File: src/verilog/id_pkg.sv
/* Decode stage definitions */

package id_pkg;

  // ====================
  // Widths
  // ====================
  localparam int XLEN       = 64;   // Data and address width
  localparam int ILEN       = 32;   // Instruction width
  localparam int REG_ADDR_W = 5;    // Register index width
  localparam int OPC_W      = 7;    // Major opcode width

  // ====================
  // Major opcodes
  // ====================
  typedef enum logic [OPC_W-1:0] {
    OPC_LOAD   = 7'b0000011,
    OPC_OP_IMM = 7'b0010011,
    OPC_AUIPC  = 7'b0010111,
    OPC_STORE  = 7'b0100011,
    OPC_OP     = 7'b0110011,
    OPC_LUI    = 7'b0110111,
    OPC_BRANCH = 7'b1100011,
    OPC_JALR   = 7'b1100111,
    OPC_JAL    = 7'b1101111
  } opcode_e;

  // ====================
  // Instruction formats
  // ====================
  // IT_NONE marks an opcode outside the supported set
  typedef enum logic [2:0] {
    IT_NONE = 3'd0,
    IT_R    = 3'd1,
    IT_I    = 3'd2,
    IT_S    = 3'd3,
    IT_B    = 3'd4,
    IT_U    = 3'd5,
    IT_J    = 3'd6
  } itype_e;

endpackage

File: src/verilog/id_ifaces.sv
/* Decode stage interfaces */


// Decoded bundle towards the output register
interface dec_if;
  logic                          valid;
  logic                          pop;    // Output register takes the bundle
  logic [id_pkg::REG_ADDR_W-1:0] rd;
  logic                          rd_wen;
  id_pkg::itype_e                itype;
  logic [id_pkg::OPC_W-1:0]      opcode;
  logic [2:0]                    funct3;
  logic [6:0]                    funct7;
  logic [id_pkg::XLEN-1:0]       op1;
  logic [id_pkg::XLEN-1:0]       op2;
  logic [id_pkg::XLEN-1:0]       t1;
  logic                          memren;
  logic                          memwen;
  logic [id_pkg::XLEN-1:0]       memaddr;
  logic [id_pkg::XLEN-1:0]       memwdata;
  logic [id_pkg::XLEN-1:0]       pc;
  logic [id_pkg::XLEN-1:0]       pc_pred;
  logic                          illegal;

  modport dec (
    output valid, output rd, output rd_wen, output itype, output opcode,
    output funct3, output funct7, output op1, output op2, output t1,
    output memren, output memwen, output memaddr, output memwdata,
    output pc, output pc_pred, output illegal
  );
  modport ex (
    input valid, output pop, input rd, input rd_wen, input itype, input opcode,
    input funct3, input funct7, input op1, input op2, input t1,
    input memren, input memwen, input memaddr, input memwdata,
    input pc, input pc_pred, input illegal
  );
endinterface

File: src/verilog/id_ex_reg.sv
/* Decode to execute register */

module id_ex_reg (
  input  logic                          clk,
  input  logic                          rst,
  dec_if.ex                             dec,
  output logic                          o_ex_req,
  input  logic                          i_ex_ack,
  output logic [id_pkg::REG_ADDR_W-1:0] o_ex_rd,
  output logic                          o_ex_rd_wen,
  output id_pkg::itype_e                o_ex_itype,
  output logic [id_pkg::OPC_W-1:0]      o_ex_opcode,
  output logic [2:0]                    o_ex_funct3,
  output logic [6:0]                    o_ex_funct7,
  output logic [id_pkg::XLEN-1:0]       o_ex_op1,
  output logic [id_pkg::XLEN-1:0]       o_ex_op2,
  output logic [id_pkg::XLEN-1:0]       o_ex_t1,
  output logic                          o_ex_memren,
  output logic                          o_ex_memwen,
  output logic [id_pkg::XLEN-1:0]       o_ex_memaddr,
  output logic [id_pkg::XLEN-1:0]       o_ex_memwdata,
  output logic [id_pkg::XLEN-1:0]       o_ex_pc,
  output logic [id_pkg::XLEN-1:0]       o_ex_pc_pred,
  output logic                          o_ex_illegal
);

  logic req_q;
  logic load;

  // Take a new bundle when empty or when the held one is accepted now
  assign load    = dec.valid && (!req_q || i_ex_ack);
  assign dec.pop = load;

  always_ff @(posedge clk) begin
    if (rst) begin
      req_q <= 1'b0;
    end else if (load) begin
      req_q <= 1'b1;
    end else if (i_ex_ack) begin
      req_q <= 1'b0;
    end
  end

  assign o_ex_req = req_q;

  // ====================
  // Held bundle
  // ====================
  always_ff @(posedge clk) begin
    if (load) begin
      o_ex_rd       <= dec.rd;
      o_ex_rd_wen   <= dec.rd_wen;
      o_ex_itype    <= dec.itype;
      o_ex_opcode   <= dec.opcode;
      o_ex_funct3   <= dec.funct3;
      o_ex_funct7   <= dec.funct7;
      o_ex_op1      <= dec.op1;
      o_ex_op2      <= dec.op2;
      o_ex_t1       <= dec.t1;
      o_ex_memren   <= dec.memren;
      o_ex_memwen   <= dec.memwen;
      o_ex_memaddr  <= dec.memaddr;
      o_ex_memwdata <= dec.memwdata;
      o_ex_pc       <= dec.pc;
      o_ex_pc_pred  <= dec.pc_pred;
      o_ex_illegal  <= dec.illegal;
    end
  end

endmodule

File: src/flat_wrapper.sv
// flat-port wrapper written by rule: the top's interface ports become plain ports
module id_ex_reg_flat 
  (clk, rst, o_ex_req, i_ex_ack, o_ex_rd, o_ex_rd_wen, o_ex_itype, o_ex_opcode, o_ex_funct3, o_ex_funct7, o_ex_op1, o_ex_op2, o_ex_t1, o_ex_memren, o_ex_memwen, o_ex_memaddr, o_ex_memwdata, o_ex_pc, o_ex_pc_pred, o_ex_illegal, dec_valid, dec_pop, dec_rd, dec_rd_wen, dec_itype, dec_opcode, dec_funct3, dec_funct7, dec_op1, dec_op2, dec_t1, dec_memren, dec_memwen, dec_memaddr, dec_memwdata, dec_pc, dec_pc_pred, dec_illegal);
  dec_if dec_i ();
  input  logic clk;
  input  logic rst;
  output logic o_ex_req;
  input  logic i_ex_ack;
  output logic [id_pkg::REG_ADDR_W-1:0] o_ex_rd;
  output logic o_ex_rd_wen;
  output id_pkg::itype_e o_ex_itype;
  output logic [id_pkg::OPC_W-1:0] o_ex_opcode;
  output logic [2:0] o_ex_funct3;
  output logic [6:0] o_ex_funct7;
  output logic [id_pkg::XLEN-1:0] o_ex_op1;
  output logic [id_pkg::XLEN-1:0] o_ex_op2;
  output logic [id_pkg::XLEN-1:0] o_ex_t1;
  output logic o_ex_memren;
  output logic o_ex_memwen;
  output logic [id_pkg::XLEN-1:0] o_ex_memaddr;
  output logic [id_pkg::XLEN-1:0] o_ex_memwdata;
  output logic [id_pkg::XLEN-1:0] o_ex_pc;
  output logic [id_pkg::XLEN-1:0] o_ex_pc_pred;
  output logic o_ex_illegal;
  input wire logic [$bits(dec_i.valid)-1:0] dec_valid;
  output wire logic [$bits(dec_i.pop)-1:0] dec_pop;
  input wire logic [$bits(dec_i.rd)-1:0] dec_rd;
  input wire logic [$bits(dec_i.rd_wen)-1:0] dec_rd_wen;
  input wire logic [$bits(dec_i.itype)-1:0] dec_itype;
  input wire logic [$bits(dec_i.opcode)-1:0] dec_opcode;
  input wire logic [$bits(dec_i.funct3)-1:0] dec_funct3;
  input wire logic [$bits(dec_i.funct7)-1:0] dec_funct7;
  input wire logic [$bits(dec_i.op1)-1:0] dec_op1;
  input wire logic [$bits(dec_i.op2)-1:0] dec_op2;
  input wire logic [$bits(dec_i.t1)-1:0] dec_t1;
  input wire logic [$bits(dec_i.memren)-1:0] dec_memren;
  input wire logic [$bits(dec_i.memwen)-1:0] dec_memwen;
  input wire logic [$bits(dec_i.memaddr)-1:0] dec_memaddr;
  input wire logic [$bits(dec_i.memwdata)-1:0] dec_memwdata;
  input wire logic [$bits(dec_i.pc)-1:0] dec_pc;
  input wire logic [$bits(dec_i.pc_pred)-1:0] dec_pc_pred;
  input wire logic [$bits(dec_i.illegal)-1:0] dec_illegal;
  assign dec_i.valid = dec_valid;
  assign dec_pop = dec_i.pop;
  assign dec_i.rd = dec_rd;
  assign dec_i.rd_wen = dec_rd_wen;
  assign dec_i.itype = dec_itype;
  assign dec_i.opcode = dec_opcode;
  assign dec_i.funct3 = dec_funct3;
  assign dec_i.funct7 = dec_funct7;
  assign dec_i.op1 = dec_op1;
  assign dec_i.op2 = dec_op2;
  assign dec_i.t1 = dec_t1;
  assign dec_i.memren = dec_memren;
  assign dec_i.memwen = dec_memwen;
  assign dec_i.memaddr = dec_memaddr;
  assign dec_i.memwdata = dec_memwdata;
  assign dec_i.pc = dec_pc;
  assign dec_i.pc_pred = dec_pc_pred;
  assign dec_i.illegal = dec_illegal;
  id_ex_reg u_core (.clk(clk), .rst(rst), .dec(dec_i), .o_ex_req(o_ex_req), .i_ex_ack(i_ex_ack), .o_ex_rd(o_ex_rd), .o_ex_rd_wen(o_ex_rd_wen), .o_ex_itype(o_ex_itype), .o_ex_opcode(o_ex_opcode), .o_ex_funct3(o_ex_funct3), .o_ex_funct7(o_ex_funct7), .o_ex_op1(o_ex_op1), .o_ex_op2(o_ex_op2), .o_ex_t1(o_ex_t1), .o_ex_memren(o_ex_memren), .o_ex_memwen(o_ex_memwen), .o_ex_memaddr(o_ex_memaddr), .o_ex_memwdata(o_ex_memwdata), .o_ex_pc(o_ex_pc), .o_ex_pc_pred(o_ex_pc_pred), .o_ex_illegal(o_ex_illegal));
endmodule
File: config.mk
export PLATFORM = sky130hd
export DESIGN_NAME = id_ex_reg_flat
export DESIGN_NICKNAME = d
export VERILOG_FILES = /design/src/verilog/id_pkg.sv /design/src/verilog/id_ifaces.sv /design/src/verilog/id_ex_reg.sv /design/src/flat_wrapper.sv
export SDC_FILE = /design/constraint.sdc
export NUM_CORES = 1
export LEC_CHECK = 0
export BUFFER_PORTS_ARGS = -buffer_cell sky130_fd_sc_hd__buf_2
export CAP_MARGIN = 30
export CORE_AREA = 3 3 368 370
export CTS_BUF_LIST = sky130_fd_sc_hd__clkbuf_16
export DETAILED_ROUTE_END_ITERATION = 8
export DIE_AREA = 0 0 371 373
export GPL_ROUTABILITY_DRIVEN = 0
export PLACE_DENSITY = 0.32
export SYNTH_ARGS = -nofsm -noshare
export SYNTH_HDL_FRONTEND = slang
export SYNTH_SLANG_ARGS = --single-unit
File: constraint.sdc
create_clock -name clk -period 15.3 [get_ports clk]
set_input_delay 2.295 -clock clk [delete_from_list [all_inputs] [get_ports clk]]
set_output_delay 2.295 -clock clk [all_outputs]
set_load 0.02 [all_outputs]
Yosys cells after proc, flatten, opt, wreduce, memory -nomap -nowiden

Index checks and enable logic that the tools add are counted.

Input bits: 481
Output and inout bits: 479
Register bits after elaboration: 478

Reductions and logical operators: 4
Mux-type cells: 2

Operators by type and width:

| operator            | count |
|---|---|
| $mux W1             | 2 |
| $reduce_bool A2 Y1  | 1 |
| $logic_and A1 B1 Y1 | 1 |
| $logic_not A1 Y1    | 1 |
| $logic_or A1 B1 Y1  | 1 |

Longest topological paths before layout

Gate-level depths: netlist of the first run.

Depth in word-level cells: 4
Depth in mapped cells: 2
Gate-level depth less buffers: 2

Least setup slack after synthesis of the first run

No wires, ideal clock.

Path kind: input-to-output
Start point: in i_ex_ack
End point: out dec_pop
Arrival time: 5.690 ns
Slack: 7.315 ns
Stages: 2
Path buffers: 0
Cell sequence: nand2b_4 and2_4

Longest elaborated chain between the ends: 2

RTL lines:

| item                | RTL line           | source |
|---|---|---|
| from (decl)         | flat_wrapper.sv:8  | `input logic i_ex_ack;` |
| $logic_or A1 B1 Y1  | id_ex_reg.sv:31    | `assign load = dec.valid && (!req_q \|\| i_ex_ack);` |
| $logic_and A1 B1 Y1 | id_ex_reg.sv:31    |  |
| to (decl)           | flat_wrapper.sv:26 | `output wire logic [$bits(dec_i.pop)-1:0] dec_pop;` |

No other way between the ends.

Worst setup path in the final report of the first run

Same ends and word-level chain as after synthesis.

==> summary.md, run 1 <==
| Metric | Value |
|---|---|
| Status | finished clean |
| GR Util met2 | 15.7% |
| Most used DFF post-synth | edfxtp_1 |
| Placed cells | 3215 |
| IO Count | 960 |
| Initial core utilization | 10.8% |
| Area Overhead vs Synth | 64.5% |
| Synth area leaders | edfxtp_1 (100%), dfxtp_1 (0.14%), nand2b_4 (0.096%) |
| Worst setup path start | i_ex_ack |
| Die Height | 373 um |
| Die ar. | 138000 um2 |
| Synth top area share | 99.6% |
| Final setup TNS | 0 ns |
| Clock sink count | 478 |
| Synthesized Nets | 963 |
| CTS buffer count | 66 |
| H-tree lvl count | 3 |
| Synth Area per Inst | 29.8 um2 |
| Tmin final | 5.77 ns |
| Clock Tree Buf Depth | 3 |
| Worst-path clk slew | 0.06 ns |
| PortBufs | 959 |
| Skew final | 0.0226 ns |
| Vias in the first global route | 10306 |
| Cell with the most instances after synthesis | edfxtp_1 |
| DR pass1 iterations | 4 |
| Reg2Reg Capture Point | u_core.o_ex_opcode[6] |
| Post-CTS Setup Bufs | 0 |
| First-pass GRT wire length | 87300 um |
| Post-synth top area cell | edfxtp_1 |
| Max-Cap Viols | 0 |
| FF+latch area | 14300 um2 |
| Register area share after synthesis | 99.8% |
| Nets | 1997 |
| DR iter-0 viols | 461 |
| Cells after Synth | 482 |
| GR Util met3 | 4.96% |
| Max FO, Critical Path | 56 |
| Initial antenna violation count | 50 |
| Hold Buf Count CTS | 0 |
| Final worst-path cycle share | 37.7% |
| Die width | 371 um |
| Layout cells sized above 1 | 68.3% |
| Critical path startpoint category | input pin |
| FF-to-FF path depth | 5 |
| Via count | 9474 |
| CTS tree | done |
| WL/cell | 20.2 um |
| WL final | 67500 um |
| Hpwl dp | 54700 um |
| Syn. warnings | 0 |
| Rows | 134 |
| P_leak | 0.00953 uW |
| Largest net degree at the start of global routing | 152 |
| Non-filler cells, final | 3344 |
| Total GRT Usage | 9.30% |
| Hold Path Class | register to register |
| Reg-to-reg critical path startpoint | u_core.o_ex_req |
| Root buf cell | clkbuf_16 |
| Placed Area | 21500 um2 |
| GRT Max-Usage Layer | met2 |
| Fmax | 0.173 GHz |
| DR DRC count | 0 |
| Met1 Use GR | 9.85% |
| Power per cell area | 142 nW/um2 |
| Worst Setup EP | dec_pop |
| Critical path arrival | 3.47 ns |
| Endpoint class of the critical path | output pin |
| DR vias/cell | 2.83 |
| Cts repair resizes | 0 |
| Slew headroom | 21.3% |
| Slew Limit Fails | 0 |
| Placeable core region | 133000 um2 |
| Worst-margin pin slew | 1.18 ns |
| Number of synthesized flops with an enable pin | 477 |
| Remaining antenna violation count after routing | 0 |
| Critical Path RT | 13.01 ns |
| VDD IR max | 0.0800 mV |
| Yosys cell types | 6 |
| Worst skew pair latency | 0.61 ns |
| Ys async rst share | 0% |
| Hold_sp | u_core.o_ex_req |
| Hold Violations, Final | 0 |
| Post-synthesis instance area | 14400 um2 |
| R2r setup slk | 12.09 ns |
| Final Setup Violations | 0 |
| RSZ-0062 raised after global routing | false |
| Fin area | 23700 um2 |
| Fill count | 14553 |
| WS Path Type | input pin to output pin |
| Yosys reg bits | 478 |
| Total grt overflow | 0 |
| Area of the multi-input gates | 31.3 um2 |
## through the flow
stage	util (%)	setup slack (ns)	power [uW]	hold slack [ns]
6_report	17.8	9.53	3360	0.491
5_1_grt	17.8	9.43	3510	0.516
4_1_cts	17.8	9.47	3460	0.494
3_5_place_dp	16.1	9.47	1890	0.485
3_3_place_gp	16.1	9.51	1880	0.490
2_1_floorplan	-	7.32	1710	0.565
## state kept, by name, indices dropped and copies added (netlist names)
signal / flops
u_core.o_ex_funct3: 3
u_core.o_ex_funct7: 7
u_core.o_ex_illegal: 1
u_core.o_ex_itype: 3
u_core.o_ex_memaddr: 64
u_core.o_ex_memren: 1
u_core.o_ex_memwdata: 64
u_core.o_ex_memwen: 1
u_core.o_ex_op1: 64
u_core.o_ex_op2: 64
u_core.o_ex_opcode: 7
u_core.o_ex_pc: 64
u_core.o_ex_pc_pred: 64
u_core.o_ex_rd: 5
u_core.o_ex_rd_wen: 1
u_core.o_ex_req: 1
u_core.o_ex_t1: 64
## worst max-delay path, cell delays in order
cell	delay (ns)
buf_2	0.09
nand2b_4	0.12
and2_4	0.66
buf_2	0.31
## area by class of cell
type                            count  share of cell area (%)
Sequential cell                   478                    60.6
Timing Repair Buffer              966                    20.7
Tap cell                         1768                    9.35
Clock buffer                       71                    7.51
Clock inverter                     47                    1.50
Multi-Input combinational cell      3                   0.132
Antenna cell                       10                   0.106
Inverter                            1                  0.0159
## kinds of logic after synthesis
kind of cell,share of synthesized area (%)
and+or+nand+nor,0.157
buffers and inverters,0.0261
AOI/OAI and AO/OA,0.0609
DFF,99.8
## layer usage
metal,wire length (um),share of wire [%],vias to the layer above
met1,23900,35,4624
li1,-,-,4084
met2,33100,49,588
met4,2200,3.3,42
met3,8080,12,136
met5,289,0.43,-
## power by group
part,internal (uW),switching [uW],leakage [uW]
clock network,906,602,0.00106
registers,1540,22.5,0.00462
logic,93.6,200,0.00385
total,2540,824,0.00953
## how the worst min path moves through the flow
stage                                 end  slack [ns]  cells after the start
after detailed placement  u_core.o_ex_req        0.49                      2
after floorplan           u_core.o_ex_req        0.57                      2
final                     u_core.o_ex_req        0.49                      2
after CTS                 u_core.o_ex_req        0.49                      2
after global placement    u_core.o_ex_req        0.49                      2
after global routing      u_core.o_ex_req        0.52                      2
## cells in the final DEF (no fill, tap or decap), drive strengths merged
cell / n
dfxtp: 1
clkinv: 23
bufinv: 4
and2: 1
inv: 13
diode: 10
edfxtp: 477
clkinvlp: 8
clkbuf: 71
buf: 966
a21oi: 1
nand2b: 1
(Power assumes the default switching activity.)
==> inputs of run 2 (changes only) <==
CORE_AREA = 3 3 374 376   (was 3 3 368 370)
DIE_AREA = 0 0 377 379   (was 0 0 371 373)
clock period = 5.74 ns   (was 15.3 ns; I/O delays follow)
==> summary.md, run 2 (same netlist as run 1, synthesis figures left out) <==
| Metric | Value |
|---|---|
| Hold Path Class | input pin to register |
| Post-CTS Setup Bufs | 0 |
| Slowest cell on crit path | buf_12 |
| Slew Limit Fails | 0 |
| DR top layer | met5 |
| Rows | 136 |
| Crit-path cells | buf_2, nand2b_4, and2_4, buf_12, buf_2 |
| Routed length on met1 | 24600 um |
| VDD IR max | 0.221 mV |
| Nets | 1988 |
| Total GRT Usage | 9.19% |
| Die width | 377 um |
| Remaining antenna violation count after routing | 0 |
| DR pass1 iterations | 4 |
| Cts repair resizes | 0 |
| Hold Violations, Final | 0 |
| Worst-margin pin slew | 1.09 ns |
| Critical Path RT | 4.88 ns |
| PortBufs | 959 |
| Die Height | 379 um |
| Status | finished clean |
| Final setup TNS | 0 ns |
| Worst skew pair latency | 0.64 ns |
| Area Overhead vs Synth | 62.7% |
| Critical Path Most Common Cell | buf_2 |
| RSZ-0062 raised after global routing | false |
| Clock power frac | 42.0% |
| Die ar. | 143000 um2 |
| Commonest non-fill, non-tap cell in the layout | buf_2 |
| Max-Cap Viols | 0 |
| Fmax | 0.384 GHz |
| IO Count | 960 |
| Initial antenna violation count | 64 |
| Final Setup Violations | 0 |
| Most frequent cells in the layout | buf_2 (959), edfxtp_1 (477), clkbuf_16 (61) |
| Met2 Routed Length | 36300 um |
| Net Switching | 2140 uW |
| Non-filler cells, final | 3366 |
| Tmin final | 2.61 ns |
| Sw Ratio | 25.1% |
| DR DRC count | 0 |
| Placed Area | 21500 um2 |
| Initial core utilization | 10.5% |
| Reg-to-reg critical path startpoint | u_core.o_ex_req |
| Fill count | 15075 |
| WL final | 70700 um |
| Total grt overflow | 0 |
| Largest net degree at the start of global routing | 162 |
| DR WL met3 | 8160 um |
| WS Path Type | input pin to output pin |
| Fin area | 23400 um2 |
| WL/cell | 21.0 um |
| CTS buffer count | 60 |
| Hold_sp | dec_memwdata[26] |
| Placed cells | 3239 |
| First-pass GRT wire length | 88700 um |
| Combinational group share of total power | 9.2% |
| Placeable core region | 137000 um2 |
| DR iter-0 viols | 426 |
| Layout cells sized above 1 | 67.7% |
| P_leak | 0.00939 uW |
| Hold Buf Count CTS | 0 |
| Power per cell area | 364 nW/um2 |
| Max FO, Critical Path | 61 |
| DR vias/cell | 2.79 |
| Endpoint class of the critical path | output pin |
| Clock sink count | 478 |
| H-tree lvl count | 2 |
| Internal power | 6390 uW |
| Root buf cell | clkbuf_16 |
| Via count | 9400 |
| Hold_ws | 0.388 ns |
| Final worst-path cycle share | 45.4% |
| CTS tree | done |
| Critical path startpoint category | input pin |
| Skew final | 0.0160 ns |
| Share of power burned in registers | 48.8% |
| Worst-path clk slew | 0.06 ns |
| Hpwl dp | 57300 um |
| Critical path arrival | 1.74 ns |
| Slew headroom | 27.0% |
| Worst setup path start | i_ex_ack |
| Worst path max stage delay | 0.28 ns |
| Vias in the first global route | 9835 |
| Clock Tree Buf Depth | 3 |
==> run 2: changes by cell type in the layout (fill, tap and decap cells not counted), sizes merged <==
cell,before,now
clkinvlp,8,6
clkinv,23,18
clkbuf,71,61
buf,966,963
inv,13,19
diode,10,21
bufinv,4,3
==> run 2: path summary, 6_finish.rpt <==
check	to	slack, ns	depth (start not counted)
setup reg to reg	u_core.o_ex_op1[3]	3.55	4
hold reg to reg	u_core.o_ex_req	0.50	2
setup / recovery	dec_pop	3.13	5
hold / removal	u_core.o_ex_memwdata[26]	0.39	1
==> run 2: power by group through the flow <==
| stage | registers [uW] | logic [uW] | clock network (uW) |
|---|---|---|---|
| finish | 4160 | 781 | 3590 |
| CTS | 4160 | 811 | 3790 |
| floorplan | 4500 | 62.3 | 0 |
| detailed placement | 4230 | 810 | 0 |
| global placement | 4230 | 807 | 0 |
| global route | 4180 | 832 | 3910 |
==> run 2: layer usage <==
layer | up-vias | global-route usage (%)
met5 | - | 0
met4 | 36 | 2.43
met3 | 111 | 4.37
met2 | 588 | 16.1
met1 | 4593 | 9.88
li1 | 4072 | -
==> run 2: final cells by class <==
cell class / instances / area [um2] / area share, %
sequential: 478 / 14300 / 61.3
timing repair buffer: 963 / 4880 / 20.9
tap: 1794 / 2240 / 9.59
clock buffer: 61 / 1530 / 6.52
clock inverter: 45 / 314 / 1.34
antenna: 21 / 52.6 / 0.225
multi-input combinational: 3 / 31.3 / 0.134
inverter: 1 / 3.75 / 0.0160
==> run 2: through the flow <==
stage	total power [uW]	setup WS [ns]	util (%)
2_1_floorplan	4560	0.623	-
3_3_place_gp	5040	3.01	15.7
3_5_place_dp	5040	2.96	15.7
4_1_cts	8760	3.03	17.0
5_1_grt	8920	2.99	17.0
6_report	8530	3.13	17.1
==> run 2: critical path: cells and delay by family <==
kind | cells | cell delay (ns)
buf+inv | 3 | 0.60
simple gates | 2 | 0.27
