===== src/verilog/id_pkg.sv =====
/* Decode stage definitions */

package id_pkg;

  // ====================
  // Widths
  // ====================
  localparam int XLEN       = 64;   // Data and address width
  localparam int ILEN       = 32;   // Instruction width
  localparam int REG_ADDR_W = 5;    // Register index width
  localparam int OPC_W      = 7;    // Major opcode width

  // ====================
  // Major opcodes
  // ====================
  typedef enum logic [OPC_W-1:0] {
    OPC_LOAD   = 7'b0000011,
    OPC_OP_IMM = 7'b0010011,
    OPC_AUIPC  = 7'b0010111,
    OPC_STORE  = 7'b0100011,
    OPC_OP     = 7'b0110011,
    OPC_LUI    = 7'b0110111,
    OPC_BRANCH = 7'b1100011,
    OPC_JALR   = 7'b1100111,
    OPC_JAL    = 7'b1101111
  } opcode_e;

  // ====================
  // Instruction formats
  // ====================
  // IT_NONE marks an opcode outside the supported set
  typedef enum logic [2:0] {
    IT_NONE = 3'd0,
    IT_R    = 3'd1,
    IT_I    = 3'd2,
    IT_S    = 3'd3,
    IT_B    = 3'd4,
    IT_U    = 3'd5,
    IT_J    = 3'd6
  } itype_e;

endpackage


===== src/verilog/id_ifaces.sv =====
/* Decode stage interfaces */

// Holding register of the stage towards the decoder
interface fetch_if;
  logic                    valid;     // Stage holds an instruction
  logic [id_pkg::ILEN-1:0] inst;
  logic [id_pkg::XLEN-1:0] pc;
  logic [id_pkg::XLEN-1:0] pc_pred;

  modport stage (output valid, output inst, output pc, output pc_pred);
  modport dec   (input valid, input inst, input pc, input pc_pred);
endinterface

// Decoded bundle towards the output register
interface dec_if;
  logic                          valid;
  logic                          pop;    // Output register takes the bundle
  logic [id_pkg::REG_ADDR_W-1:0] rd;
  logic                          rd_wen;
  id_pkg::itype_e                itype;
  logic [id_pkg::OPC_W-1:0]      opcode;
  logic [2:0]                    funct3;
  logic [6:0]                    funct7;
  logic [id_pkg::XLEN-1:0]       op1;
  logic [id_pkg::XLEN-1:0]       op2;
  logic [id_pkg::XLEN-1:0]       t1;
  logic                          memren;
  logic                          memwen;
  logic [id_pkg::XLEN-1:0]       memaddr;
  logic [id_pkg::XLEN-1:0]       memwdata;
  logic [id_pkg::XLEN-1:0]       pc;
  logic [id_pkg::XLEN-1:0]       pc_pred;
  logic                          illegal;

  modport dec (
    output valid, output rd, output rd_wen, output itype, output opcode,
    output funct3, output funct7, output op1, output op2, output t1,
    output memren, output memwen, output memaddr, output memwdata,
    output pc, output pc_pred, output illegal
  );
  modport ex (
    input valid, output pop, input rd, input rd_wen, input itype, input opcode,
    input funct3, input funct7, input op1, input op2, input t1,
    input memren, input memwen, input memaddr, input memwdata,
    input pc, input pc_pred, input illegal
  );
endinterface


===== src/verilog/id_decoder.sv =====
/* RV64I instruction decoder */

module id_decoder (
  fetch_if.dec                          fch,
  dec_if.dec                            dec,
  output logic [id_pkg::REG_ADDR_W-1:0] o_rs1,
  output logic [id_pkg::REG_ADDR_W-1:0] o_rs2,
  input  logic [id_pkg::XLEN-1:0]       i_rs1_data,
  input  logic [id_pkg::XLEN-1:0]       i_rs2_data
);

  localparam logic [id_pkg::XLEN-1:0] LINK_OFS = 4;  // Return address step

  id_pkg::opcode_e               opc;
  id_pkg::itype_e                itype;
  logic [id_pkg::REG_ADDR_W-1:0] rd;
  logic [id_pkg::REG_ADDR_W-1:0] rs1;
  logic [id_pkg::REG_ADDR_W-1:0] rs2;
  logic [2:0]                    funct3;
  logic [6:0]                    funct7;
  logic                          rs1_ren;
  logic                          rs2_ren;
  logic                          rd_used;
  logic                          f3_used;
  logic                          f7_used;
  logic                          known;
  logic [id_pkg::XLEN-1:0]       imm;
  logic [id_pkg::XLEN-1:0]       base;
  logic [id_pkg::XLEN-1:0]       sum;

  // ====================
  // Fields
  // ====================
  assign opc    = id_pkg::opcode_e'(fch.inst[6:0]);
  assign rd     = fch.inst[11:7];
  assign funct3 = fch.inst[14:12];
  assign rs1    = fch.inst[19:15];
  assign rs2    = fch.inst[24:20];
  assign funct7 = fch.inst[31:25];

  // Format and live fields in the order rs1 rs2 rd f3 f7
  always_comb begin
    itype = id_pkg::IT_NONE;
    known = 1'b1;
    {rs1_ren, rs2_ren, rd_used, f3_used, f7_used} = 5'b00000;
    case (opc)
      id_pkg::OPC_OP: begin
        itype = id_pkg::IT_R;
        {rs1_ren, rs2_ren, rd_used, f3_used, f7_used} = 5'b11111;
      end
      id_pkg::OPC_OP_IMM: begin
        itype = id_pkg::IT_I;
        {rs1_ren, rs2_ren, rd_used, f3_used, f7_used} = 5'b10111;  // f7 picks SRAI
      end
      id_pkg::OPC_LOAD: begin
        itype = id_pkg::IT_I;
        {rs1_ren, rs2_ren, rd_used, f3_used, f7_used} = 5'b10110;
      end
      id_pkg::OPC_STORE: begin
        itype = id_pkg::IT_S;
        {rs1_ren, rs2_ren, rd_used, f3_used, f7_used} = 5'b11010;
      end
      id_pkg::OPC_BRANCH: begin
        itype = id_pkg::IT_B;
        {rs1_ren, rs2_ren, rd_used, f3_used, f7_used} = 5'b11010;
      end
      id_pkg::OPC_LUI, id_pkg::OPC_AUIPC: begin
        itype = id_pkg::IT_U;
        {rs1_ren, rs2_ren, rd_used, f3_used, f7_used} = 5'b00100;
      end
      id_pkg::OPC_JAL: begin
        itype = id_pkg::IT_J;
        {rs1_ren, rs2_ren, rd_used, f3_used, f7_used} = 5'b00100;
      end
      id_pkg::OPC_JALR: begin
        itype = id_pkg::IT_I;
        {rs1_ren, rs2_ren, rd_used, f3_used, f7_used} = 5'b10110;
      end
      default: known = 1'b0;
    endcase
  end

  // ====================
  // Immediate
  // ====================
  always_comb begin
    case (itype)
      id_pkg::IT_I: imm = {{(id_pkg::XLEN-12){fch.inst[31]}}, fch.inst[31:20]};
      id_pkg::IT_S: imm = {{(id_pkg::XLEN-12){fch.inst[31]}}, fch.inst[31:25], fch.inst[11:7]};
      id_pkg::IT_B: imm = {{(id_pkg::XLEN-13){fch.inst[31]}}, fch.inst[31], fch.inst[7],
                           fch.inst[30:25], fch.inst[11:8], 1'b0};
      id_pkg::IT_U: imm = {{(id_pkg::XLEN-32){fch.inst[31]}}, fch.inst[31:12], 12'b0};
      id_pkg::IT_J: imm = {{(id_pkg::XLEN-21){fch.inst[31]}}, fch.inst[31], fch.inst[19:12],
                           fch.inst[20], fch.inst[30:21], 1'b0};
      default:      imm = '0;
    endcase
  end

  // One adder serves memory address and all targets
  assign base = (opc == id_pkg::OPC_BRANCH || opc == id_pkg::OPC_JAL) ? fch.pc : i_rs1_data;
  assign sum  = base + imm;

  // Unused read ports look at x0
  assign o_rs1 = rs1_ren ? rs1 : '0;
  assign o_rs2 = rs2_ren ? rs2 : '0;

  // ====================
  // Operands and targets
  // ====================
  always_comb begin
    dec.op1      = '0;
    dec.op2      = '0;
    dec.t1       = '0;
    dec.memren   = 1'b0;
    dec.memwen   = 1'b0;
    dec.memaddr  = '0;
    dec.memwdata = '0;
    case (opc)
      id_pkg::OPC_OP: begin
        dec.op1 = i_rs1_data;
        dec.op2 = i_rs2_data;
      end
      id_pkg::OPC_OP_IMM: begin
        dec.op1 = i_rs1_data;
        dec.op2 = imm;
      end
      id_pkg::OPC_LOAD: begin
        dec.op1     = i_rs1_data;
        dec.op2     = imm;
        dec.memaddr = sum;
        dec.memren  = 1'b1;
      end
      id_pkg::OPC_STORE: begin
        dec.op1      = i_rs1_data;
        dec.op2      = imm;
        dec.memaddr  = sum;
        dec.memwdata = i_rs2_data;
        dec.memwen   = 1'b1;
      end
      id_pkg::OPC_BRANCH: begin
        dec.op1 = i_rs1_data;
        dec.op2 = i_rs2_data;
        dec.t1  = sum;
      end
      id_pkg::OPC_LUI: dec.op2 = imm;
      id_pkg::OPC_AUIPC: begin
        dec.op1 = fch.pc;
        dec.op2 = imm;
      end
      id_pkg::OPC_JAL: begin
        dec.op1 = fch.pc;
        dec.op2 = LINK_OFS;
        dec.t1  = sum;
      end
      id_pkg::OPC_JALR: begin
        dec.op1 = fch.pc;
        dec.op2 = LINK_OFS;
        dec.t1  = {sum[id_pkg::XLEN-1:1], 1'b0};  // Target is halfword aligned
      end
      default: ;
    endcase
  end

  assign dec.valid   = fch.valid;
  assign dec.rd      = rd_used ? rd : '0;
  assign dec.rd_wen  = rd_used && (rd != '0);
  assign dec.itype   = itype;
  assign dec.opcode  = fch.inst[6:0];
  assign dec.funct3  = f3_used ? funct3 : '0;
  assign dec.funct7  = f7_used ? funct7 : '0;
  assign dec.pc      = fch.pc;
  assign dec.pc_pred = fch.pc_pred;
  assign dec.illegal = !known;

endmodule


===== src/flat_wrapper.sv =====
// flat-port wrapper written by rule: the top's interface ports become plain ports
module id_decoder_flat 
  (o_rs1, o_rs2, i_rs1_data, i_rs2_data, fch_valid, fch_inst, fch_pc, fch_pc_pred, dec_valid, dec_rd, dec_rd_wen, dec_itype, dec_opcode, dec_funct3, dec_funct7, dec_op1, dec_op2, dec_t1, dec_memren, dec_memwen, dec_memaddr, dec_memwdata, dec_pc, dec_pc_pred, dec_illegal);
  fetch_if fch_i ();
  dec_if dec_i ();
  output logic [id_pkg::REG_ADDR_W-1:0] o_rs1;
  output logic [id_pkg::REG_ADDR_W-1:0] o_rs2;
  input  logic [id_pkg::XLEN-1:0] i_rs1_data;
  input  logic [id_pkg::XLEN-1:0] i_rs2_data;
  input wire logic [$bits(fch_i.valid)-1:0] fch_valid;
  input wire logic [$bits(fch_i.inst)-1:0] fch_inst;
  input wire logic [$bits(fch_i.pc)-1:0] fch_pc;
  input wire logic [$bits(fch_i.pc_pred)-1:0] fch_pc_pred;
  output wire logic [$bits(dec_i.valid)-1:0] dec_valid;
  output wire logic [$bits(dec_i.rd)-1:0] dec_rd;
  output wire logic [$bits(dec_i.rd_wen)-1:0] dec_rd_wen;
  output wire logic [$bits(dec_i.itype)-1:0] dec_itype;
  output wire logic [$bits(dec_i.opcode)-1:0] dec_opcode;
  output wire logic [$bits(dec_i.funct3)-1:0] dec_funct3;
  output wire logic [$bits(dec_i.funct7)-1:0] dec_funct7;
  output wire logic [$bits(dec_i.op1)-1:0] dec_op1;
  output wire logic [$bits(dec_i.op2)-1:0] dec_op2;
  output wire logic [$bits(dec_i.t1)-1:0] dec_t1;
  output wire logic [$bits(dec_i.memren)-1:0] dec_memren;
  output wire logic [$bits(dec_i.memwen)-1:0] dec_memwen;
  output wire logic [$bits(dec_i.memaddr)-1:0] dec_memaddr;
  output wire logic [$bits(dec_i.memwdata)-1:0] dec_memwdata;
  output wire logic [$bits(dec_i.pc)-1:0] dec_pc;
  output wire logic [$bits(dec_i.pc_pred)-1:0] dec_pc_pred;
  output wire logic [$bits(dec_i.illegal)-1:0] dec_illegal;
  assign fch_i.valid = fch_valid;
  assign fch_i.inst = fch_inst;
  assign fch_i.pc = fch_pc;
  assign fch_i.pc_pred = fch_pc_pred;
  assign dec_valid = dec_i.valid;
  assign dec_rd = dec_i.rd;
  assign dec_rd_wen = dec_i.rd_wen;
  assign dec_itype = dec_i.itype;
  assign dec_opcode = dec_i.opcode;
  assign dec_funct3 = dec_i.funct3;
  assign dec_funct7 = dec_i.funct7;
  assign dec_op1 = dec_i.op1;
  assign dec_op2 = dec_i.op2;
  assign dec_t1 = dec_i.t1;
  assign dec_memren = dec_i.memren;
  assign dec_memwen = dec_i.memwen;
  assign dec_memaddr = dec_i.memaddr;
  assign dec_memwdata = dec_i.memwdata;
  assign dec_pc = dec_i.pc;
  assign dec_pc_pred = dec_i.pc_pred;
  assign dec_illegal = dec_i.illegal;
  id_decoder u_core (.fch(fch_i), .dec(dec_i), .o_rs1(o_rs1), .o_rs2(o_rs2), .i_rs1_data(i_rs1_data), .i_rs2_data(i_rs2_data));
endmodule

===== config.mk =====
export PLATFORM = sky130hd
export DESIGN_NAME = id_decoder_flat
export DESIGN_NICKNAME = d
export VERILOG_FILES = /design/src/verilog/id_pkg.sv /design/src/verilog/id_ifaces.sv /design/src/verilog/id_decoder.sv /design/src/flat_wrapper.sv
export SDC_FILE = /design/constraint.sdc
export NUM_CORES = 1
export LEC_CHECK = 0
export ABC_AREA = 1
export CORE_AREA = 2 2 305 307
export DETAILED_ROUTE_END_ITERATION = 8
export DIE_AREA = 0 0 307 309
export DONT_BUFFER_PORTS = 1
export SLEW_MARGIN = 20
export SYNTH_ARGS = -nofsm -noshare
export SYNTH_HDL_FRONTEND = slang
export SYNTH_SLANG_ARGS = --single-unit
export TNS_END_PERCENT = 50

===== constraint.sdc =====
create_clock -name vclk -period 2.98
set_clock_uncertainty 0.05 [all_clocks]
set_input_delay 0.149 -clock vclk [all_inputs]
set_output_delay 0.149 -clock vclk [all_outputs]
set_load 0.02 [all_outputs]

# ---- Word-level counts from Yosys, hierarchy flattened
# Cells that the tools add are included.
dict set report op_classes {
  muxes 20
  reduce_logical 18
  n_addsub 1
  eq_ne 14
}
# operator n
set op_table {}
lappend op_table {{64-bit one-hot mux with 5 select lines} 1}
lappend op_table {{64-bit one-hot mux with 2 select lines} 2}
lappend op_table {{64-bit 2-to-1 mux} 3}
lappend op_table {{64-bit one-hot mux with 3 select lines} 1}
lappend op_table {{64-bit adder} 1}
lappend op_table {{7-bit by 6-bit == test with 1-bit output, second input constant} 3}
lappend op_table {{7-bit == test, second input constant} 3}
lappend op_table {{3-bit one-hot mux with 6 select lines} 1}
lappend op_table {{5-bit 2-to-1 mux} 3}
lappend op_table {{7-bit by 5-bit == test with 1-bit output, second input constant} 2}
lappend op_table {{2-bit OR reduction} 6}
lappend op_table {{5-bit OR reduction} 2}
lappend op_table {{3-bit == test, second input constant} 3}
lappend op_table {{3-bit OR reduction} 3}
lappend op_table {{9-bit OR reduction} 1}
lappend op_table {{7-bit by 2-bit == test with 1-bit output, second input constant} 1}
lappend op_table {{1-bit 2-to-1 mux} 7}
lappend op_table {{7-bit 2-to-1 mux} 1}
lappend op_table {{7-bit OR reduction} 1}
lappend op_table {{3-bit by 2-bit == test with 1-bit output, second input constant} 2}
lappend op_table {{6-bit OR reduction} 1}
lappend op_table {{5-bit nonzero test} 1}
lappend op_table {{3-bit 2-to-1 mux} 1}
lappend op_table {{1-bit logical AND} 1}
lappend op_table {{other kinds (2)} 2}
dict set report totals {
  input_bits 289
  output_inout_bits 488
  wordCells 53
  regBits 0
}

# ---- Longest topological paths before layout
# Gate-level depths: netlist (run 1).
dict set report depth {
  ltp_word 7
  ltp_mapped 24
  depth_no_buf 23
}

# ---- Worst setup path before layout (run 1)
# OpenSTA, ideal clock, no wires.
dict set report synth_timing {
  kind {in2out}
  startpoint {in fch_inst[4]}
  endpoint {out dec_memaddr[57]}
  required_time_ns 2.781
  path_stages 17
  n_path_buf 0
  arrival_time_ns 3.074
  slack_ns -0.293
  cell_sequence {inv_1 -> nand2_1 -> nor2_4 -> nand2_2 -> nand2_1 -> o21ai_1 -> nand2_1 -> ha_1 -> nand2_1 -> nor2_1 -> nand2_1 -> nor3_1 -> and2_1 -> nand2_1 -> nand3_1 -> nand2_1 -> nor2_1}
}
dict set report synth_between {
  elab_chain_cells 7
  word_cells_on_any_way 23
  cone_classes {add/sub (1); eq/ne (14); mux (4); reduce/logical (4)}
}
# item line
set synth_lines {}
lappend synth_lines {{start, declared} flat_wrapper.sv:11} ;# input wire logic [$bits(fch_i.inst)-1:0] fch_inst;
lappend synth_lines {{7-bit by 5-bit == test with 1-bit output (tied with other cells)} id_decoder.sv:46} ;# case (opc)
lappend synth_lines {{3-bit OR reduction (no line) / 2-bit OR reduction (equally long branches)} --}
lappend synth_lines {{3-bit one-hot mux with 6 select lines} id_decoder.sv:46}
lappend synth_lines {{3-bit == test / 3-bit by 2-bit == test with 1-bit output (equally long branches)} id_decoder.sv:87} ;# case (itype)
lappend synth_lines {{64-bit one-hot mux with 5 select lines} id_decoder.sv:87}
lappend synth_lines {{64-bit adder} id_decoder.sv:101} ;# assign sum = base + imm;
lappend synth_lines {{64-bit 2-to-1 mux *} id_decoder.sv:118} ;# case (opc)
lappend synth_lines {{end, declared} flat_wrapper.sv:26} ;# output wire logic [$bits(dec_i.memaddr)-1:0] dec_memaddr;
# Mark *: on every way between the ends. The rest lies on a longest branch, timed or not.

# ---- Worst setup path after layout (run 1)
dict set report layout_timing {
  startpoint {in fch_inst[4]}
  endpoint {out dec_memaddr[59]}
}
# Same word-level chain as after synthesis.

==> results of run 1 <==
critical path: cells and delay by family:
| kind | cells | cell delay, ps |
|---|---|---|
| AOI/OAI and AO/OA | 1 | 170 |
| adders and majority gates | 1 | 310 |
| buffers and inverters | 7 | 880 |
| and+or+nand+nor | 15 | 1450 |
power groups by stage:
stage                     logic (W)  registers (W)  clock network [W]
after CTS                   0.00189              0                  0
final                       0.00209              0     0.000000000733
after global routing        0.00224              0     0.000000000318
after detailed placement    0.00148              0                  0
after global placement      0.00147              0                  0
after floorplan            0.000942              0                  0
layout by cell type, fill, tap and decap left out, types with 4 or more instances in the layout:
| cell type | Yosys | routed |
|---|---|---|
| buf_6 | 5 | 103 |
| a21oi_1 | 53 | 12 |
| inv_2 | 8 | 60 |
| nand2_2 | 4 | 224 |
| a21oi_2 | 1 | 30 |
| xnor2_2 | 0 | 6 |
| nor3_4 | 0 | 8 |
| nand3_1 | 62 | 39 |
| nor2_2 | 2 | 41 |
| o21bai_1 | 9 | 5 |
| nand2_1 | 739 | 429 |
| buf_12 | 0 | 22 |
| a21oi_4 | 0 | 12 |
| ha_1 | 66 | 7 |
| diode_2 | 0 | 16 |
| xnor2_1 | 31 | 19 |
| o21ai_0 | 102 | 44 |
| o21bai_2 | 0 | 4 |
| nand3b_1 | 4 | 4 |
| nand3_2 | 1 | 16 |
| nand3_4 | 0 | 8 |
| buf_8 | 0 | 4 |
| o21ai_1 | 41 | 52 |
| nand2_8 | 0 | 4 |
| inv_1 | 530 | 475 |
| o21ai_2 | 11 | 35 |
| nand2_4 | 0 | 86 |
| o21ai_4 | 0 | 23 |
| nor3_2 | 3 | 13 |
| nor2_4 | 1 | 70 |
| xnor2_4 | 0 | 6 |
| nand4_1 | 15 | 15 |
| buf_16 | 0 | 8 |
| buf_4 | 137 | 541 |
| o22ai_1 | 68 | 64 |
| ha_4 | 0 | 56 |
| nor2_1 | 323 | 215 |
final cells by class:
cell class	instances	area, sq um
Antenna cell	16	40.0
Fill cell	10100	70700
Inverter	538	2050
Multi-Input combinational cell	1570	11100
Tap cell	1186	1480
Timing Repair Buffer	680	5990
what timing repair did:
action	in CTS	in global routing
resized for setup	675	437
setup buffers	61	28
gates cloned	10	2
pin swaps	157	133
endpoints found under the setup margin	117	118
cells in the mapped netlist (all sizes together):
master	number	area share (%)
nand2	743	26
inv	538	19
nor2	326	12
buf	168	11
o21ai	154	7.6
o22ai	68	4.0
ha	66	7.7
nand3	63	3.0
a21oi	54	2.6
xnor2	31	2.5
clkbuf	28	0.98
nor3	22	1.2
nand4	15	0.87
o21bai	9	0.63
nand3b	4	0.28
and2	3	0.17
and3	3	0.17
nor4	3	0.17
a31oi	1	0.12
and3b	1	0.082
fa	1	0.19
nor4b	1	0.14
o2111ai	1	0.082
or2	1	0.058
metrics by stage:
| stage | TNS (ps) | hold slack, ps | worst slack, ps | cells |
|---|---|---|---|---|
| 2_1_floorplan | -257 | 310 | -52.3 | 2304 |
| 3_3_place_gp | -55650 | 248 | -771 | 3883 |
| 3_5_place_dp | -52520 | 248 | -701 | 3883 |
| 4_1_cts | -9630 | 248 | -192 | 3951 |
| 5_1_grt | -25810 | 248 | -379 | 3981 |
| 6_report | -11280 | 248 | -205 | 3990 |
cells by family (layout without fill, tap and decap cells):
| kind of cell | after synthesis | count (layout) |
|---|---|---|
| simple gates | 1185 | 1185 |
| buf+inv | 734 | 1218 |
| compound gates | 287 | 287 |
| fa+ha+maj | 67 | 67 |
| xor+xnor | 31 | 31 |
| other cells | 0 | 16 |
routing by layer:
| metal | routed length (microns) | global-route usage (%) |
|---|---|---|
| met1 | 38600 | 22.3 |
| met2 | 39800 | 28.5 |
| met3 | 8740 | 6.49 |
| met4 | 4230 | 5.18 |
| met5 | 170 | 1.47 |
worst paths after layout:
kind                         from               to  depth (start not counted)
setup / recovery      fch_inst[4]  dec_memaddr[59]                         24
hold / removal    fch_pc_pred[33]  dec_pc_pred[33]                          0
==> metrics.txt, run 1 <==
status finished with violations; failing checks setup timing; crit-path most repeated cell nand2_4; RSZ-0062 raised after global routing yes; sw frac 58.8%; crit-path max FO 6; CP startpoint kind primary input; Remaining DRCs 0; fraction of the cycle the final worst path needs 107%; Peak VDD IR 0.0000361 V; antenna violations before repair 33; Detailed Route Iter0 Violations 1004; critical path arrival 2990 ps; Worst Path Required 2780 ps; Syn. warnings 0; Syn Inst Count 2304; Seq cells 0; Final ANT Viol Nets 0; GPL Wtd Cong 1.01; Max-Cap Viols 0; # clk buffers 0; synth-to-layout area growth 92.7%; Post-Route Utilization 22.7%; fin area 20700 sq um; WL/cell 22.9 microns; largest net degree at the start of global routing 66; Slew @ Worst Pin 759 ps; relative slew slack 49.4%; Die Height 309 microns; leakage power 11.0 nW; Internal 0.000862 W; placed cell area 15500 sq um; Slowest cell on crit path ha_4; Post-Synth XOR/XNOR Area 2.53%; I/O Pins 777; Die X 307 microns; proportion of synthesized area in mux cells 0%; average size of a mapped cell 4.66 sq um; DR vias/cell 4.13; final setup vio count 93; vias in the first global route 15500; Global Route Usage Sum 17.8%; Max stage delay on crit path 310 ps; Reg area 0 sq um; Adder-Cell Fraction of Synth Area 7.87%; hold_buf cts 0; DR vias 16500; Distinct cells, synth 36; critical setup path kind in2out; combinational share of power 100.0%; FMAX 0.314 GHz; Cell Chain, Critical Path clkinv_16 > nand2_8 > nor2_4 > nand2_4 > buf_6 > nand2_4 > o21ai_4 > nand2_4 > buf_12 > buf_12 > buf_16 > ha_4 > nand2_4 > buf_6 > nor2_4 > nand2_4 > nor3_4 > and2_4 > nand2_2 > nand2_1 > nand2_1 > nand2_2 > nor2_1 > buf_4; Placeable Area 91400 sq um; Synth Cell Area 10700 sq um; DRT Wirelength 91.6 mm; Hold Crit Class in2out; clock network fraction of total power 0%; Pwr Density 101 nW/um^2; Simple-Gate Fraction of Synth Area 43.7%; Starting Density 11.8%; critical path capture point type output port; max-slew violations 0; final hold violations 0; share of layout cells above drive strength 1 50.3%; synthesized net count 2660; row count 111; largest family of logic cells by synthesized area simple AND/OR/NAND/NOR gates; post-route setup slack -205 ps; Final Power 0.00209 W; register area share after synthesis 0%; sw power 0.00123 W; die area 94900 sq um; DR pass1 iterations 5; GRT overflow 0; Seq pwr share 0%; I/O Buffers 0; post-layout min period 3190 ps; Compound-Gate Fraction of Synth Area 14.9%; nets 3146; DP HPWL 77.4 mm; first-pass GRT wire length 119 mm
(Power assumes the default switching activity.)
==> run 2, diff against run 1 <==
--- a/config.mk
+++ b/config.mk
@@ -10,6 +10,7 @@
 export DETAILED_ROUTE_END_ITERATION = 8
 export DIE_AREA = 0 0 307 309
 export DONT_BUFFER_PORTS = 1
+export PLACE_DENSITY_LB_ADDON = 0.08
 export SLEW_MARGIN = 20
 export SYNTH_ARGS = -nofsm -noshare
 export SYNTH_HDL_FRONTEND = slang
==> metrics.txt, run 2 (synthesis gave the netlist of run 1 again) <==
max-slew violations 0 (unchanged); GPL Wtd Cong 0.944 (-6.7%); Fill cells 10400 (+2.6%); worst hold endpoint dec_pc_pred[32]; fraction of the cycle the final worst path needs 111% (+4.0 points); Global Route Usage Sum 17.6% (-0.28 points); Worst Path Required 2780 ps (about the same); WL/cell 22.0 microns (-4.1%); share of layout cells above drive strength 1 57.2% (+6.9 points); leakage power 12.0 nW (+9.3%); status finished with violations; Slew @ Worst Pin 1040 ps (+277 ps); wire length on met3 3.64 mm (-58%); die area 94900 sq um (unchanged); DR pass1 iterations 4 (-1); Pwr Density 100 nW/um^2 (-0.87%); Detailed Route Iter0 Violations 528 (-47%); final hold violations 0 (unchanged); commonest cells after routing, fill and taps aside buf_4 (560), inv_1 (459), nand2_1 (345); met1 WL 38.0 mm (-1.7%); I/O Pins 777 (unchanged); vias in the first global route 15800 (+2.1%); post-layout min period 3300 ps (+118 ps); # clk buffers 0 (unchanged); critical setup path kind in2out; RSZ-0062 raised after global routing yes; top layer used by detailed routing met5; DR vias 16000 (-3.1%); Final ANT Viol Nets 0 (unchanged); final setup vio count 105 (+13%); DP Worst Slack -1060 ps (-363 ps); DR vias/cell 3.95 (-4.3%); Hold WS 248 ps (unchanged); crit-path max FO 7 (+1); critical path arrival 3100 ps (+110 ps); commonest non-fill, non-tap cell in the layout buf_4; wire length on met2 44.9 mm (+13%); synth-to-layout area growth 111%; Placeable Area 91400 sq um (unchanged); nets 3206 (+1.9%); Hold Crit Class in2out; Die X 307 microns (unchanged); Final Power 0.00227 W (+8.6%); Peak VDD IR 0.0000348 V (-3.6%); FMAX 0.303 GHz (-3.6%); antenna violations before repair 12 (-64%); failing checks setup timing; Starting Density 11.8% (unchanged); relative slew slack 31.0% (-18 points); Remaining DRCs 0 (unchanged); Max-Cap Viols 0 (unchanged); largest net degree at the start of global routing 66 (unchanged); HP Start fch_pc_pred[32]; Reg area 0 sq um (unchanged); Seq cells 0 (unchanged); CP startpoint kind primary input; first-pass GRT wire length 119 mm (-0.14%); post-route setup slack -323 ps (-118 ps); DP HPWL 76.6 mm (-1.1%); Die Height 309 microns (unchanged); I/O Buffers 0 (unchanged); GRT overflow 0 (unchanged); row count 111 (unchanged); hold_buf cts 0 (unchanged); critical path capture point type output port; hold path cells 0 (unchanged); DRT Wirelength 88.9 mm (-2.9%)
==> run 2: where the power goes <==
part	switching (W)	internal (W)
logic	0.00132	0.000956
registers	0	0
clock network	0	0.000000000272
total	0.00132	0.000956
==> run 2: worst max-delay path by stage <==
stage | startpoint | end | slack [ps] | cells after the start
5_1_grt | fch_inst[4] | dec_t1[60] | -470 | 29
3_3_place_gp | fch_inst[2] | dec_memaddr[59] | -1060 | 23
3_5_place_dp | fch_inst[2] | dec_memaddr[59] | -1060 | 23
2_1_floorplan | fch_inst[4] | dec_memaddr[40] | -50 | 22
4_1_cts | fch_inst[4] | dec_memaddr[59] | -410 | 27
6_report | fch_inst[4] | dec_memaddr[59] | -320 | 26
==> run 2: worst max-delay path, stage by stage <==
cell and delay, ps:
clkinv_16 30, nand2_8 50, nor2_4 50, nand2_4 110, buf_6 130, nand2_4 60, o21ai_4 230, nand2_8 100
buf_12 150, buf_12 130, buf_6 120, buf_6 120, ha_4 310, nand2_4 60, inv_4 70, buf_6 100
nand2_4 50, buf_6 130, nor3_4 200, and2_1 180, nand2_2 110, nand2_1 80, nand2_1 60, nand2_2 90
nor2_2 40, buf_6 170
==> run 2: what timing repair did <==
action,CTS,global route
cloned,10,1
buffers inserted,113,46
pin swaps,220,237
resized for setup,918,557
endpoints found under the setup margin,118,115
==> run 2: cell type report <==
type / count / area [sq um] / area share [%]
antenna: 6 / 15.0 / 0.0662
inverter: 538 / 2110 / 9.28
multi-input combinational: 1570 / 12400 / 54.7
tap: 1186 / 1480 / 6.54
timing repair buffer: 740 / 6660 / 29.4
==> run 2: stage by stage <==
stage / area [sq um] / TNS [ps] / cells / utilization, %
4_1_cts: 20300 / -18690 / 3991 / 22.2
5_1_grt: 22700 / -34500 / 4037 / 24.8
3_5_place_dp: 15400 / -81970 / 3872 / 16.9
3_3_place_gp: 15400 / -79430 / 3872 / 16.9
6_report: 22700 / -16530 / 4040 / 24.8
2_1_floorplan: 10800 / -257 / 2304 / -
==> run 2: per-layer routing <==
| layer | track usage (%) | vias up |
|---|---|---|
| li1 | - | 7889 |
| met1 | 21.7 | 7570 |
| met2 | 32.1 | 415 |
| met3 | 2.40 | 79 |
| met4 | 3.70 | 4 |
| met5 | 0 | - |
